==> src/verilog/pcieSubPkg.sv <==
package pcieSubPkg;

   // Bus widths
   localparam int addrWidth = 64;
   localparam int dataWidth = 128;

   // Host ring addresses
   localparam logic [addrWidth-1:0] ptrAddr        = 64'h10;
   localparam logic [addrWidth-1:0] nextRegionAddr = 64'h0;
   localparam logic [addrWidth-1:0] initNextPtr    = 64'h1000;

   // Region field of the ring pointer
   localparam int regionLsb  = 12;
   localparam int lastRegion = 7;
   localparam int regionBits = $clog2(lastRegion + 1);

   // Block layout
   localparam int entryStride  = 16;
   localparam int blockWords   = 16;
   localparam int ramAddrWidth = 4;

   localparam int pollBits = 6;

   // AXI codes
   localparam logic [2:0] axiSizeBeat  = 3'd4;
   localparam logic [1:0] axiBurstIncr = 2'd1;
   localparam logic [2:0] axiProtVal   = 3'd2;
   localparam logic [1:0] respOkay     = 2'd0;

   // Shared by AR and AW
   typedef struct packed {
      logic [addrWidth-1:0] addr;
      logic [3:0]           id;
      logic [7:0]           len;
      logic [2:0]           size;
      logic [1:0]           burst;
      logic [2:0]           prot;
   } axiAddrT;

   typedef struct packed {
      logic [dataWidth-1:0]   data;
      logic [dataWidth/8-1:0] strb;
      logic                   last;
   } axiWDataT;

   typedef struct packed {
      logic [dataWidth-1:0] data;
      logic [3:0]           id;
      logic [1:0]           resp;
      logic                 last;
   } axiRDataT;

   typedef struct packed {
      logic [3:0] id;
      logic [1:0] resp;
   } axiBRespT;

   // Internal request and response pulses
   typedef struct packed {
      logic                 valid;
      logic [addrWidth-1:0] addr;
   } rdReqT;

   typedef struct packed {
      logic                 valid;
      logic [addrWidth-1:0] addr;
      logic [dataWidth-1:0] data;
   } wrReqT;

   typedef struct packed {
      logic                 done;
      logic [dataWidth-1:0] data;
      logic                 err;
   } rdRspT;

   typedef struct packed {
      logic done;
      logic err;
   } wrRspT;

endpackage

==> src/verilog/axiReadMaster.sv <==
`timescale 1ns/100ps

module axiReadMaster (
   input  logic                 clk,
   input  logic                 rst_n,
   input  pcieSubPkg::rdReqT    rdReq,
   output pcieSubPkg::rdRspT    rdRsp,
   output pcieSubPkg::axiAddrT  ar,
   output logic                 arValid,
   input  logic                 arReady,
   input  pcieSubPkg::axiRDataT r,
   input  logic                 rValid,
   output logic                 rReady
);
   import pcieSubPkg::*;

   typedef enum logic [1:0] {
      stIdle,
      stAddr,
      stData
   } rdStateT;

   rdStateT              state;
   logic [addrWidth-1:0] addrReg;
   logic [dataWidth-1:0] dataReg;
   logic                 errReg;
   logic                 doneReg;

   // Request address and returned beat
   always_ff @(posedge clk) begin
      if (state == stIdle && rdReq.valid) begin
         addrReg <= rdReq.addr;
      end
      if (state == stData && rValid && rReady) begin
         dataReg <= r.data;
         errReg  <= (r.resp != respOkay);
      end
   end

   always_ff @(posedge clk or negedge rst_n) begin
      if (!rst_n) begin
         state   <= stIdle;
         arValid <= 1'b0;
         rReady  <= 1'b0;
         doneReg <= 1'b0;
      end else begin
         doneReg <= 1'b0;
         case (state)
            stIdle: begin
               if (rdReq.valid) begin
                  arValid <= 1'b1;
                  state   <= stAddr;
               end
            end
            stAddr: begin
               // Hold AR until accepted
               if (arReady) begin
                  arValid <= 1'b0;
                  rReady  <= 1'b1;
                  state   <= stData;
               end
            end
            stData: begin
               if (rValid) begin
                  rReady  <= 1'b0;
                  doneReg <= 1'b1;
                  state   <= stIdle;
               end
            end
            default: begin
               state <= stIdle;
            end
         endcase
      end
   end

   // Single beat, INCR, 16 bytes
   assign ar = '{addr: addrReg, id: '0, len: '0, size: axiSizeBeat,
                 burst: axiBurstIncr, prot: axiProtVal};

   assign rdRsp = '{done: doneReg, data: dataReg, err: errReg};

endmodule

==> src/verilog/axiWriteMaster.sv <==
`timescale 1ns/100ps

module axiWriteMaster (
   input  logic                 clk,
   input  logic                 rst_n,
   input  pcieSubPkg::wrReqT    wrReq,
   output pcieSubPkg::wrRspT    wrRsp,
   output pcieSubPkg::axiAddrT  aw,
   output logic                 awValid,
   input  logic                 awReady,
   output pcieSubPkg::axiWDataT w,
   output logic                 wValid,
   input  logic                 wReady,
   input  pcieSubPkg::axiBRespT b,
   input  logic                 bValid,
   output logic                 bReady
);
   import pcieSubPkg::*;

   typedef enum logic [2:0] {
      stIdle,
      stBoth,
      stAddrOnly,
      stDataOnly,
      stResp
   } wrStateT;

   wrStateT              state;
   logic [addrWidth-1:0] addrReg;
   logic [dataWidth-1:0] dataReg;
   logic                 errReg;
   logic                 doneReg;

   always_ff @(posedge clk) begin
      if (state == stIdle && wrReq.valid) begin
         addrReg <= wrReq.addr;
         dataReg <= wrReq.data;
      end
      if (state == stResp && bValid && bReady) begin
         errReg <= (b.resp != respOkay);
      end
   end

   always_ff @(posedge clk or negedge rst_n) begin
      if (!rst_n) begin
         state   <= stIdle;
         awValid <= 1'b0;
         wValid  <= 1'b0;
         bReady  <= 1'b0;
         doneReg <= 1'b0;
      end else begin
         doneReg <= 1'b0;
         case (state)
            stIdle: begin
               if (wrReq.valid) begin
                  awValid <= 1'b1;
                  wValid  <= 1'b1;
                  state   <= stBoth;
               end
            end
            stBoth: begin
               // Keep whichever channel is still pending
               case ({awReady, wReady})
                  2'b11: begin
                     awValid <= 1'b0;
                     wValid  <= 1'b0;
                     bReady  <= 1'b1;
                     state   <= stResp;
                  end
                  2'b10: begin
                     awValid <= 1'b0;
                     state   <= stDataOnly;
                  end
                  2'b01: begin
                     wValid <= 1'b0;
                     state  <= stAddrOnly;
                  end
                  default: begin
                     state <= stBoth;
                  end
               endcase
            end
            stAddrOnly: begin
               if (awReady) begin
                  awValid <= 1'b0;
                  bReady  <= 1'b1;
                  state   <= stResp;
               end
            end
            stDataOnly: begin
               if (wReady) begin
                  wValid <= 1'b0;
                  bReady <= 1'b1;
                  state  <= stResp;
               end
            end
            stResp: begin
               if (bValid) begin
                  bReady  <= 1'b0;
                  doneReg <= 1'b1;
                  state   <= stIdle;
               end
            end
            default: begin
               state <= stIdle;
            end
         endcase
      end
   end

   assign aw = '{addr: addrReg, id: '0, len: '0, size: axiSizeBeat,
                 burst: axiBurstIncr, prot: axiProtVal};

   // Full-width single beat
   assign w = '{data: dataReg, strb: '1, last: 1'b1};

   assign wrRsp = '{done: doneReg, err: errReg};

endmodule

==> src/verilog/ringFetchCtrl.sv <==
`timescale 1ns/100ps

module ringFetchCtrl (
   input  logic                                clk,
   input  logic                                rst_n,
   output pcieSubPkg::rdReqT                   rdReq,
   input  pcieSubPkg::rdRspT                   rdRsp,
   output pcieSubPkg::wrReqT                   wrReq,
   input  pcieSubPkg::wrRspT                   wrRsp,
   output logic                                ramWrEn,
   output logic [pcieSubPkg::ramAddrWidth-1:0] ramWrAddr,
   output logic [pcieSubPkg::dataWidth-1:0]    ramWrData,
   output logic                                ibDataValid,
   input  logic                                ibDone
);
   import pcieSubPkg::*;

   typedef enum logic [2:0] {
      stIdle,
      stPtrLoad,
      stFetch,
      stPtrUpdate,
      stWaitConsumer
   } fetchStateT;

   fetchStateT              state;
   logic [pollBits-1:0]     pollCnt;
   logic [addrWidth-1:0]    nextPtr;
   logic [ramAddrWidth-1:0] entryCnt;
   logic                    rdValid;
   logic                    wrValid;
   logic [regionBits-1:0]   curRegion;
   logic [regionBits-1:0]   hostRegion;
   logic [regionBits-1:0]   advRegion;
   logic [addrWidth-1:0]    newBase;
   logic [addrWidth-1:0]    fetchAddr;
   logic                    lastEntry;

   assign curRegion  = nextPtr[regionLsb +: regionBits];
   assign hostRegion = rdRsp.data[regionLsb +: regionBits];

   // Region index wraps after the last one
   assign advRegion = (curRegion == regionBits'(lastRegion)) ? '0 : curRegion + 1'b1;
   assign newBase   = addrWidth'(advRegion) << regionLsb;

   // Entry k sits at base + 16*k
   assign fetchAddr = nextPtr + addrWidth'(entryCnt) * addrWidth'(entryStride);
   assign lastEntry = (entryCnt == ramAddrWidth'(blockWords - 1));

   assign rdReq = '{valid: rdValid, addr: (state == stPtrLoad) ? ptrAddr : fetchAddr};
   assign wrReq = '{valid: wrValid, addr: nextRegionAddr, data: dataWidth'(newBase)};

   assign ramWrEn   = (state == stFetch) && rdRsp.done && !rdRsp.err;
   assign ramWrAddr = entryCnt;
   assign ramWrData = rdRsp.data;

   // Free-running poll timer
   always_ff @(posedge clk or negedge rst_n) begin
      if (!rst_n) begin
         pollCnt <= '0;
      end else begin
         pollCnt <= pollCnt + 1'b1;
      end
   end

   always_ff @(posedge clk or negedge rst_n) begin
      if (!rst_n) begin
         state       <= stIdle;
         rdValid     <= 1'b0;
         wrValid     <= 1'b0;
         nextPtr     <= initNextPtr;
         entryCnt    <= '0;
         ibDataValid <= 1'b0;
      end else begin
         rdValid <= 1'b0;
         wrValid <= 1'b0;
         case (state)
            stIdle: begin
               if (pollCnt == '1) begin
                  rdValid <= 1'b1;
                  state   <= stPtrLoad;
               end
            end
            stPtrLoad: begin
               if (rdRsp.done) begin
                  if (rdRsp.err) begin
                     rdValid <= 1'b1;
                  end else if (hostRegion != curRegion) begin
                     entryCnt <= '0;
                     rdValid  <= 1'b1;
                     state    <= stFetch;
                  end else begin
                     state <= stIdle;
                  end
               end
            end
            stFetch: begin
               if (rdRsp.done) begin
                  if (rdRsp.err) begin
                     // Same entry again
                     rdValid <= 1'b1;
                  end else if (lastEntry) begin
                     wrValid <= 1'b1;
                     state   <= stPtrUpdate;
                  end else begin
                     entryCnt <= entryCnt + 1'b1;
                     rdValid  <= 1'b1;
                  end
               end
            end
            stPtrUpdate: begin
               if (wrRsp.done) begin
                  if (wrRsp.err) begin
                     wrValid <= 1'b1;
                  end else begin
                     nextPtr     <= newBase;
                     ibDataValid <= 1'b1;
                     state       <= stWaitConsumer;
                  end
               end
            end
            stWaitConsumer: begin
               if (ibDone) begin
                  ibDataValid <= 1'b0;
                  state       <= stIdle;
               end
            end
            default: begin
               state <= stIdle;
            end
         endcase
      end
   end

endmodule

==> src/verilog/inboundRam.sv <==
`timescale 1ns/100ps

module inboundRam (
   input  logic                                clk,
   input  logic                                wrEn,
   input  logic [pcieSubPkg::ramAddrWidth-1:0] wrAddr,
   input  logic [pcieSubPkg::dataWidth-1:0]    wrData,
   input  logic                                rdEn,
   input  logic [pcieSubPkg::ramAddrWidth-1:0] rdAddr,
   output logic [pcieSubPkg::dataWidth-1:0]    rdData
);
   import pcieSubPkg::*;

   logic [dataWidth-1:0] mem [blockWords];

   always_ff @(posedge clk) begin
      if (wrEn) begin
         mem[wrAddr] <= wrData;
      end
   end

   // Registered read, one cycle after rdEn
   always_ff @(posedge clk) begin
      if (rdEn) begin
         rdData <= mem[rdAddr];
      end
   end

endmodule

==> src/verilog/pcieSubTop.sv <==
`timescale 1ns/100ps

module pcieSubTop (
   input  logic                                clk,
   input  logic                                rst_n,
   output pcieSubPkg::axiAddrT                 ar,
   output logic                                arValid,
   input  logic                                arReady,
   input  pcieSubPkg::axiRDataT                r,
   input  logic                                rValid,
   output logic                                rReady,
   output pcieSubPkg::axiAddrT                 aw,
   output logic                                awValid,
   input  logic                                awReady,
   output pcieSubPkg::axiWDataT                w,
   output logic                                wValid,
   input  logic                                wReady,
   input  pcieSubPkg::axiBRespT                b,
   input  logic                                bValid,
   output logic                                bReady,
   input  logic                                ibRdEn,
   input  logic [pcieSubPkg::ramAddrWidth-1:0] ibRdAddr,
   output logic [pcieSubPkg::dataWidth-1:0]    ibRdData,
   output logic                                ibDataValid,
   input  logic                                ibDone
);
   import pcieSubPkg::*;

   rdReqT                   rdReq;
   rdRspT                   rdRsp;
   wrReqT                   wrReq;
   wrRspT                   wrRsp;
   logic                    ramWrEn;
   logic [ramAddrWidth-1:0] ramWrAddr;
   logic [dataWidth-1:0]    ramWrData;

   ringFetchCtrl ringFetchCtrl_i (
      .clk         (clk),
      .rst_n       (rst_n),
      .rdReq       (rdReq),
      .rdRsp       (rdRsp),
      .wrReq       (wrReq),
      .wrRsp       (wrRsp),
      .ramWrEn     (ramWrEn),
      .ramWrAddr   (ramWrAddr),
      .ramWrData   (ramWrData),
      .ibDataValid (ibDataValid),
      .ibDone      (ibDone)
   );

   axiReadMaster axiReadMaster_i (
      .clk     (clk),
      .rst_n   (rst_n),
      .rdReq   (rdReq),
      .rdRsp   (rdRsp),
      .ar      (ar),
      .arValid (arValid),
      .arReady (arReady),
      .r       (r),
      .rValid  (rValid),
      .rReady  (rReady)
   );

   axiWriteMaster axiWriteMaster_i (
      .clk     (clk),
      .rst_n   (rst_n),
      .wrReq   (wrReq),
      .wrRsp   (wrRsp),
      .aw      (aw),
      .awValid (awValid),
      .awReady (awReady),
      .w       (w),
      .wValid  (wValid),
      .wReady  (wReady),
      .b       (b),
      .bValid  (bValid),
      .bReady  (bReady)
   );

   inboundRam inboundRam_i (
      .clk    (clk),
      .wrEn   (ramWrEn),
      .wrAddr (ramWrAddr),
      .wrData (ramWrData),
      .rdEn   (ibRdEn),
      .rdAddr (ibRdAddr),
      .rdData (ibRdData)
   );

endmodule

==> config.mk <==
export PLATFORM = sky130hd
export DESIGN_NAME = pcieSubTop
export DESIGN_NICKNAME = d
export VERILOG_FILES = /design/src/verilog/pcieSubPkg.sv /design/src/verilog/axiReadMaster.sv /design/src/verilog/axiWriteMaster.sv /design/src/verilog/ringFetchCtrl.sv /design/src/verilog/inboundRam.sv /design/src/verilog/pcieSubTop.sv
export SDC_FILE = /design/constraint.sdc
export NUM_CORES = 2
export LEC_CHECK = 0
export BUFFER_PORTS_ARGS = -buffer_cell sky130_fd_sc_hd__buf_2
export CAP_MARGIN = 0
export CORE_MARGIN = 4
export CORE_UTILIZATION = 45
export CTS_BUF_LIST = sky130_fd_sc_hd__clkbuf_8
export DETAILED_ROUTE_END_ITERATION = 7
export GPL_TIMING_DRIVEN = 0
export PLACE_DENSITY = 0.63
export SLEW_MARGIN = 20
export SYNTH_ARGS = -nofsm -noshare
export SYNTH_HDL_FRONTEND = slang
export SYNTH_HIERARCHICAL = 1
export SYNTH_SLANG_ARGS = --single-unit
==> constraint.sdc <==
create_clock -name clk -period 11.73 [get_ports clk]
set_input_delay 2.346 -clock clk [delete_from_list [all_inputs] [get_ports clk]]
set_output_delay 2.346 -clock clk [all_outputs]
set_load 0.03 [all_outputs]
==> summary.txt <==
Clocking
  – CTS Hold Bufs: 0
  – PostCTS Resize Cnt: 0
  – Clock transition at the registers of the reported paths: 0.06 ns
  – TritonCTS clock tree: done
  – Clk Latency, worst-skew pair: 1.10 ns
  – Deepest clock path buffer count: 4
  – Root buffer cell: clkbuf_8
  – Clock sinks: 2593
  – Post-CTS Setup Bufs: 0
  – # H-tree levels: 5
  – Num CTS Buffers: 427

Floorplan
  – Die area: 224000 um^2
  – Core area: 215000 um^2
  – Die Ht: 473 um
  – Initial core utilization: 0.453
  – Rows: 170
  – Die W: 473 um
  – # IOs: 601

Critical path
  – R2r worst-path depth: 10
  – Critical path endpoint category: flop
  – Crit-path cells: buf_2 > buf_4 > buf_2 > nand2_1 > clkbuf_1 > o22ai_1 > a21oi_1 > a21oi_1
  – CP Launch Type: input port
  – Slowest CP cell: buf_2
  – Worst setup path startpoint: ibRdAddr[1]
  – Critical R2R Launch: ringFetchCtrl_i/state[2]
  – Worst path required time: 12.53 ns
  – Setup CP Type: input port to flop
  – Worst EP arrival: 5.14 ns
  – Worst reg2reg path endpoint: inboundRam_i/mem[0][87]
  – Crit path max fanout: 10
  – Max incr delay on CP: 0.58 ns
  – R2R setup slack: 7.88 ns

Routing
  – Drt drc: 0
  – Vias per cell: 5.26
  – Initial DRT Pass Iterations: 5
  – DR vias: 47300
  – Routed Antenna Nets: 0
  – Drt total wl: 235 mm
  – Wire length per cell: 26.1 um
  – 1st-iter DRT viols: 4914

Power
  – P per Cell Area: 155 nW/um^2
  – Pint: 14.0 mW
  – Leakage: 40.3 nW
  – Net switching power: 3.97 mW
  – Clock Power Share: 0.388
  – Combinational Power Share: 0.046
  – Sw Share: 0.221
  – VDD IR max: 0.139 mV
  – Flop pwr share: 0.566

STA
  – RSZ-0062 raised after global routing: false
  – Slew HR: 0.199
  – Crit path time final: 4.34 ns
  – Max Slew Vio Count: 0
  – F_max: 230 MHz
  – Final period util: 0.370
  – Endpoints failing setup: 0
  – Final worst slack: 7.39 ns
  – Setup TNS Final: 0 ns
  – Worst slew pin tran: 1.20 ns
  – Worst Skew: 0.0941 ns
  – Final Hold Fails: 0

Run
  – Max-Cap Viols: 0

Layout
  – Share of cells above drive strength 1: 0.370
  – Fin util: 0.537
  – Most common cell after layout, fill and taps aside: edfxtp_1
  – Commonest non-fill, non-tap cells in the layout: edfxtp_1, buf_2, buf_4
  – Post-layout nets: 6005
  – Filler cells: 16600
  – Area Overhead vs Synth: 18.7%
  – Fin cells: 9005

Yosys
  – Yosys warning count: 6
  – Syn Area/Cell: 22.3 um^2
  – FFs w/ async S/R, synth: 0.0120
  – Synth area leader: edfxtp_1
  – Synth area leaders: edfxtp_1, mux4_2, buf_4
  – EDFF count, synth: 2562
  – Synth Flop Type: edfxtp_1
  – Top cell type's share of synthesized area: 0.791
  – Synth unique cells: 62
  – Sequential cell area fraction in the yosys report: 0.799
  – Synthesis-stage register bit count: 2593
  – Mapped Area: 97200 um^2
  – Mapped Cells: 4367

Placement
  – Gp weighted congestion: 0.755
  – Placed insts: 8250
  – Setup WS pre-CTS: 6.35 ns
  – Hpwl dp: 156 mm
  – I/O Buffers: 532

Global routing
  – Global-route wire length before repair: 336 mm
  – Total GRT Usage: 0.209
  – Grt ovf: 0
  – Largest net degree at the start of global routing: 55
  – Initial antenna violation count: 20
  – Vias in the first global route: 48300

Hold path
  – Hold path start: ringFetchCtrl_i/pollCnt[5]
  – Hold EP: ringFetchCtrl_i/pollCnt[5]
  – Hold path depth: 1
  – Min-Delay Path Class: flop to flop

Run status
  – Outcome: finished, final reports clean
==> Yosys cell counts, types with 4 or more instances <==
cell type	n
edfxtp_1	2562
mux4_2	476
buf_4	451
a22oi_1	221
nand2_1	123
clkbuf_1	94
mux2i_1	84
buf_2	51
a21oi_1	31
nor2_1	31
dfrtp_1	30
o22ai_1	21
a211oi_1	20
nor2b_1	19
o211ai_1	17
buf_6	16
inv_1	10
nand3_1	10
ha_1	9
nor3_1	9
buf_1	7
conb_1	5
xor2_1	5
a31oi_1	4
and2_1	4
buf_8	4
nand2b_1	4
==> layer usage <==
| metal | track usage | share of wire | vias to the layer above |
|---|---|---|---|
| met5 | 0 | 0.00022 | - |
| met2 | 0.338 | 0.49 | 2091 |
| met1 | 0.283 | 0.40 | 24500 |
| met3 | 0.0467 | 0.082 | 363 |
| li1 | - | - | 20300 |
| met4 | 0.0668 | 0.028 | 8 |
==> per-stage QoR <==
stage          power, mW  hold WS, ns  area (um^2)
6_report            17.9        0.475       115000
5_1_grt             18.6        0.497       115000
4_1_cts             18.1        0.473       115000
3_5_place_dp        11.2        0.462       108000
3_3_place_gp        11.2        0.457       105000
2_1_floorplan       10.9        0.442        98400
==> worst max-delay path by stage <==
stage	to	slack, ns	cells after the start
after global placement	inboundRam_i/mem[0][80]	-10.71	4
final	inboundRam_i/rdData[61]	7.39	8
after global routing	inboundRam_i/rdData[7]	7.33	7
after floorplan	inboundRam_i/mem[0][0]	0.85	5
after CTS	ibRdData[16]	7.30	1
after detailed placement	inboundRam_i/rdData[6]	6.35	7
==> worst max-delay path, delay by kind of cell <==
kind                   cells  cell delay [ns]
AO/OA/AOI/OAI              3             0.74
AND/OR/NAND/NOR            1             0.57
buffers and inverters      4             1.47
==> power by group through the flow <==
| stage | logic [mW] | clock network, mW | registers, mW |
|---|---|---|---|
| detailed placement | 0.830 | 0 | 10.3 |
| global placement | 0.822 | 0 | 10.3 |
| finish | 0.827 | 6.96 | 10.1 |
| CTS | 0.833 | 7.17 | 10.1 |
| global route | 0.883 | 7.62 | 10.1 |
| floorplan | 0.461 | 0 | 10.4 |
==> kinds of logic (layout without fill, tap and decap cells) <==
logic type,count (synthesis),after routing,share of synthesized area
AOI/OAI and AO/OA,333,333,0.0248
xor gates and xnor gates,7,7,0.000631
adders and majority gates,9,9,0.00116
buffers and inverters,635,2126,0.0443
DFF,2593,2593,0.799
muxes,564,564,0.119
other,5,314,0.000193
and+or+nand+nor,221,221,0.0103
==> sequential cells by signal (all words and copies together), names as in the netlist <==
name / count
ringFetchCtrl_i/pollCnt: 6
axiReadMaster_i/doneReg: 1
ringFetchCtrl_i/wrValid: 1
axiWriteMaster_i/wValid: 1
axiReadMaster_i/dataReg: 128
axiReadMaster_i/rReady: 1
inboundRam_i/mem: 2048
axiWriteMaster_i/addrReg: 64
inboundRam_i/rdData: 128
axiWriteMaster_i/state: 3
ringFetchCtrl_i/ramWrAddr: 4
axiWriteMaster_i/bReady: 1
axiReadMaster_i/state: 2
ringFetchCtrl_i/ibDataValid: 1
axiReadMaster_i/errReg: 1
axiWriteMaster_i/dataReg: 128
axiWriteMaster_i/errReg: 1
axiReadMaster_i/addrReg: 64
ringFetchCtrl_i/rdValid: 1
axiReadMaster_i/arValid: 1
ringFetchCtrl_i/state: 3
axiWriteMaster_i/awValid: 1
axiWriteMaster_i/doneReg: 1
ringFetchCtrl_i/nextPtr: 3
==> final cells by class <==
class | instances | area, um^2 | area share
Antenna cell | 11 | 27.5 | 0.000238
Buffer | 623 | 4260 | 0.0369
Clock buffer | 432 | 5950 | 0.0515
Clock inverter | 311 | 1420 | 0.0123
Inverter | 12 | 45.0 | 0.000390
Multi-Input combinational cell | 1437 | 16500 | 0.143
Sequential cell | 2593 | 77700 | 0.673
Tap cell | 2838 | 3550 | 0.0308
Timing Repair Buffer | 748 | 6010 | 0.0520
No activity file was read; power rests on OpenSTA's default activity.
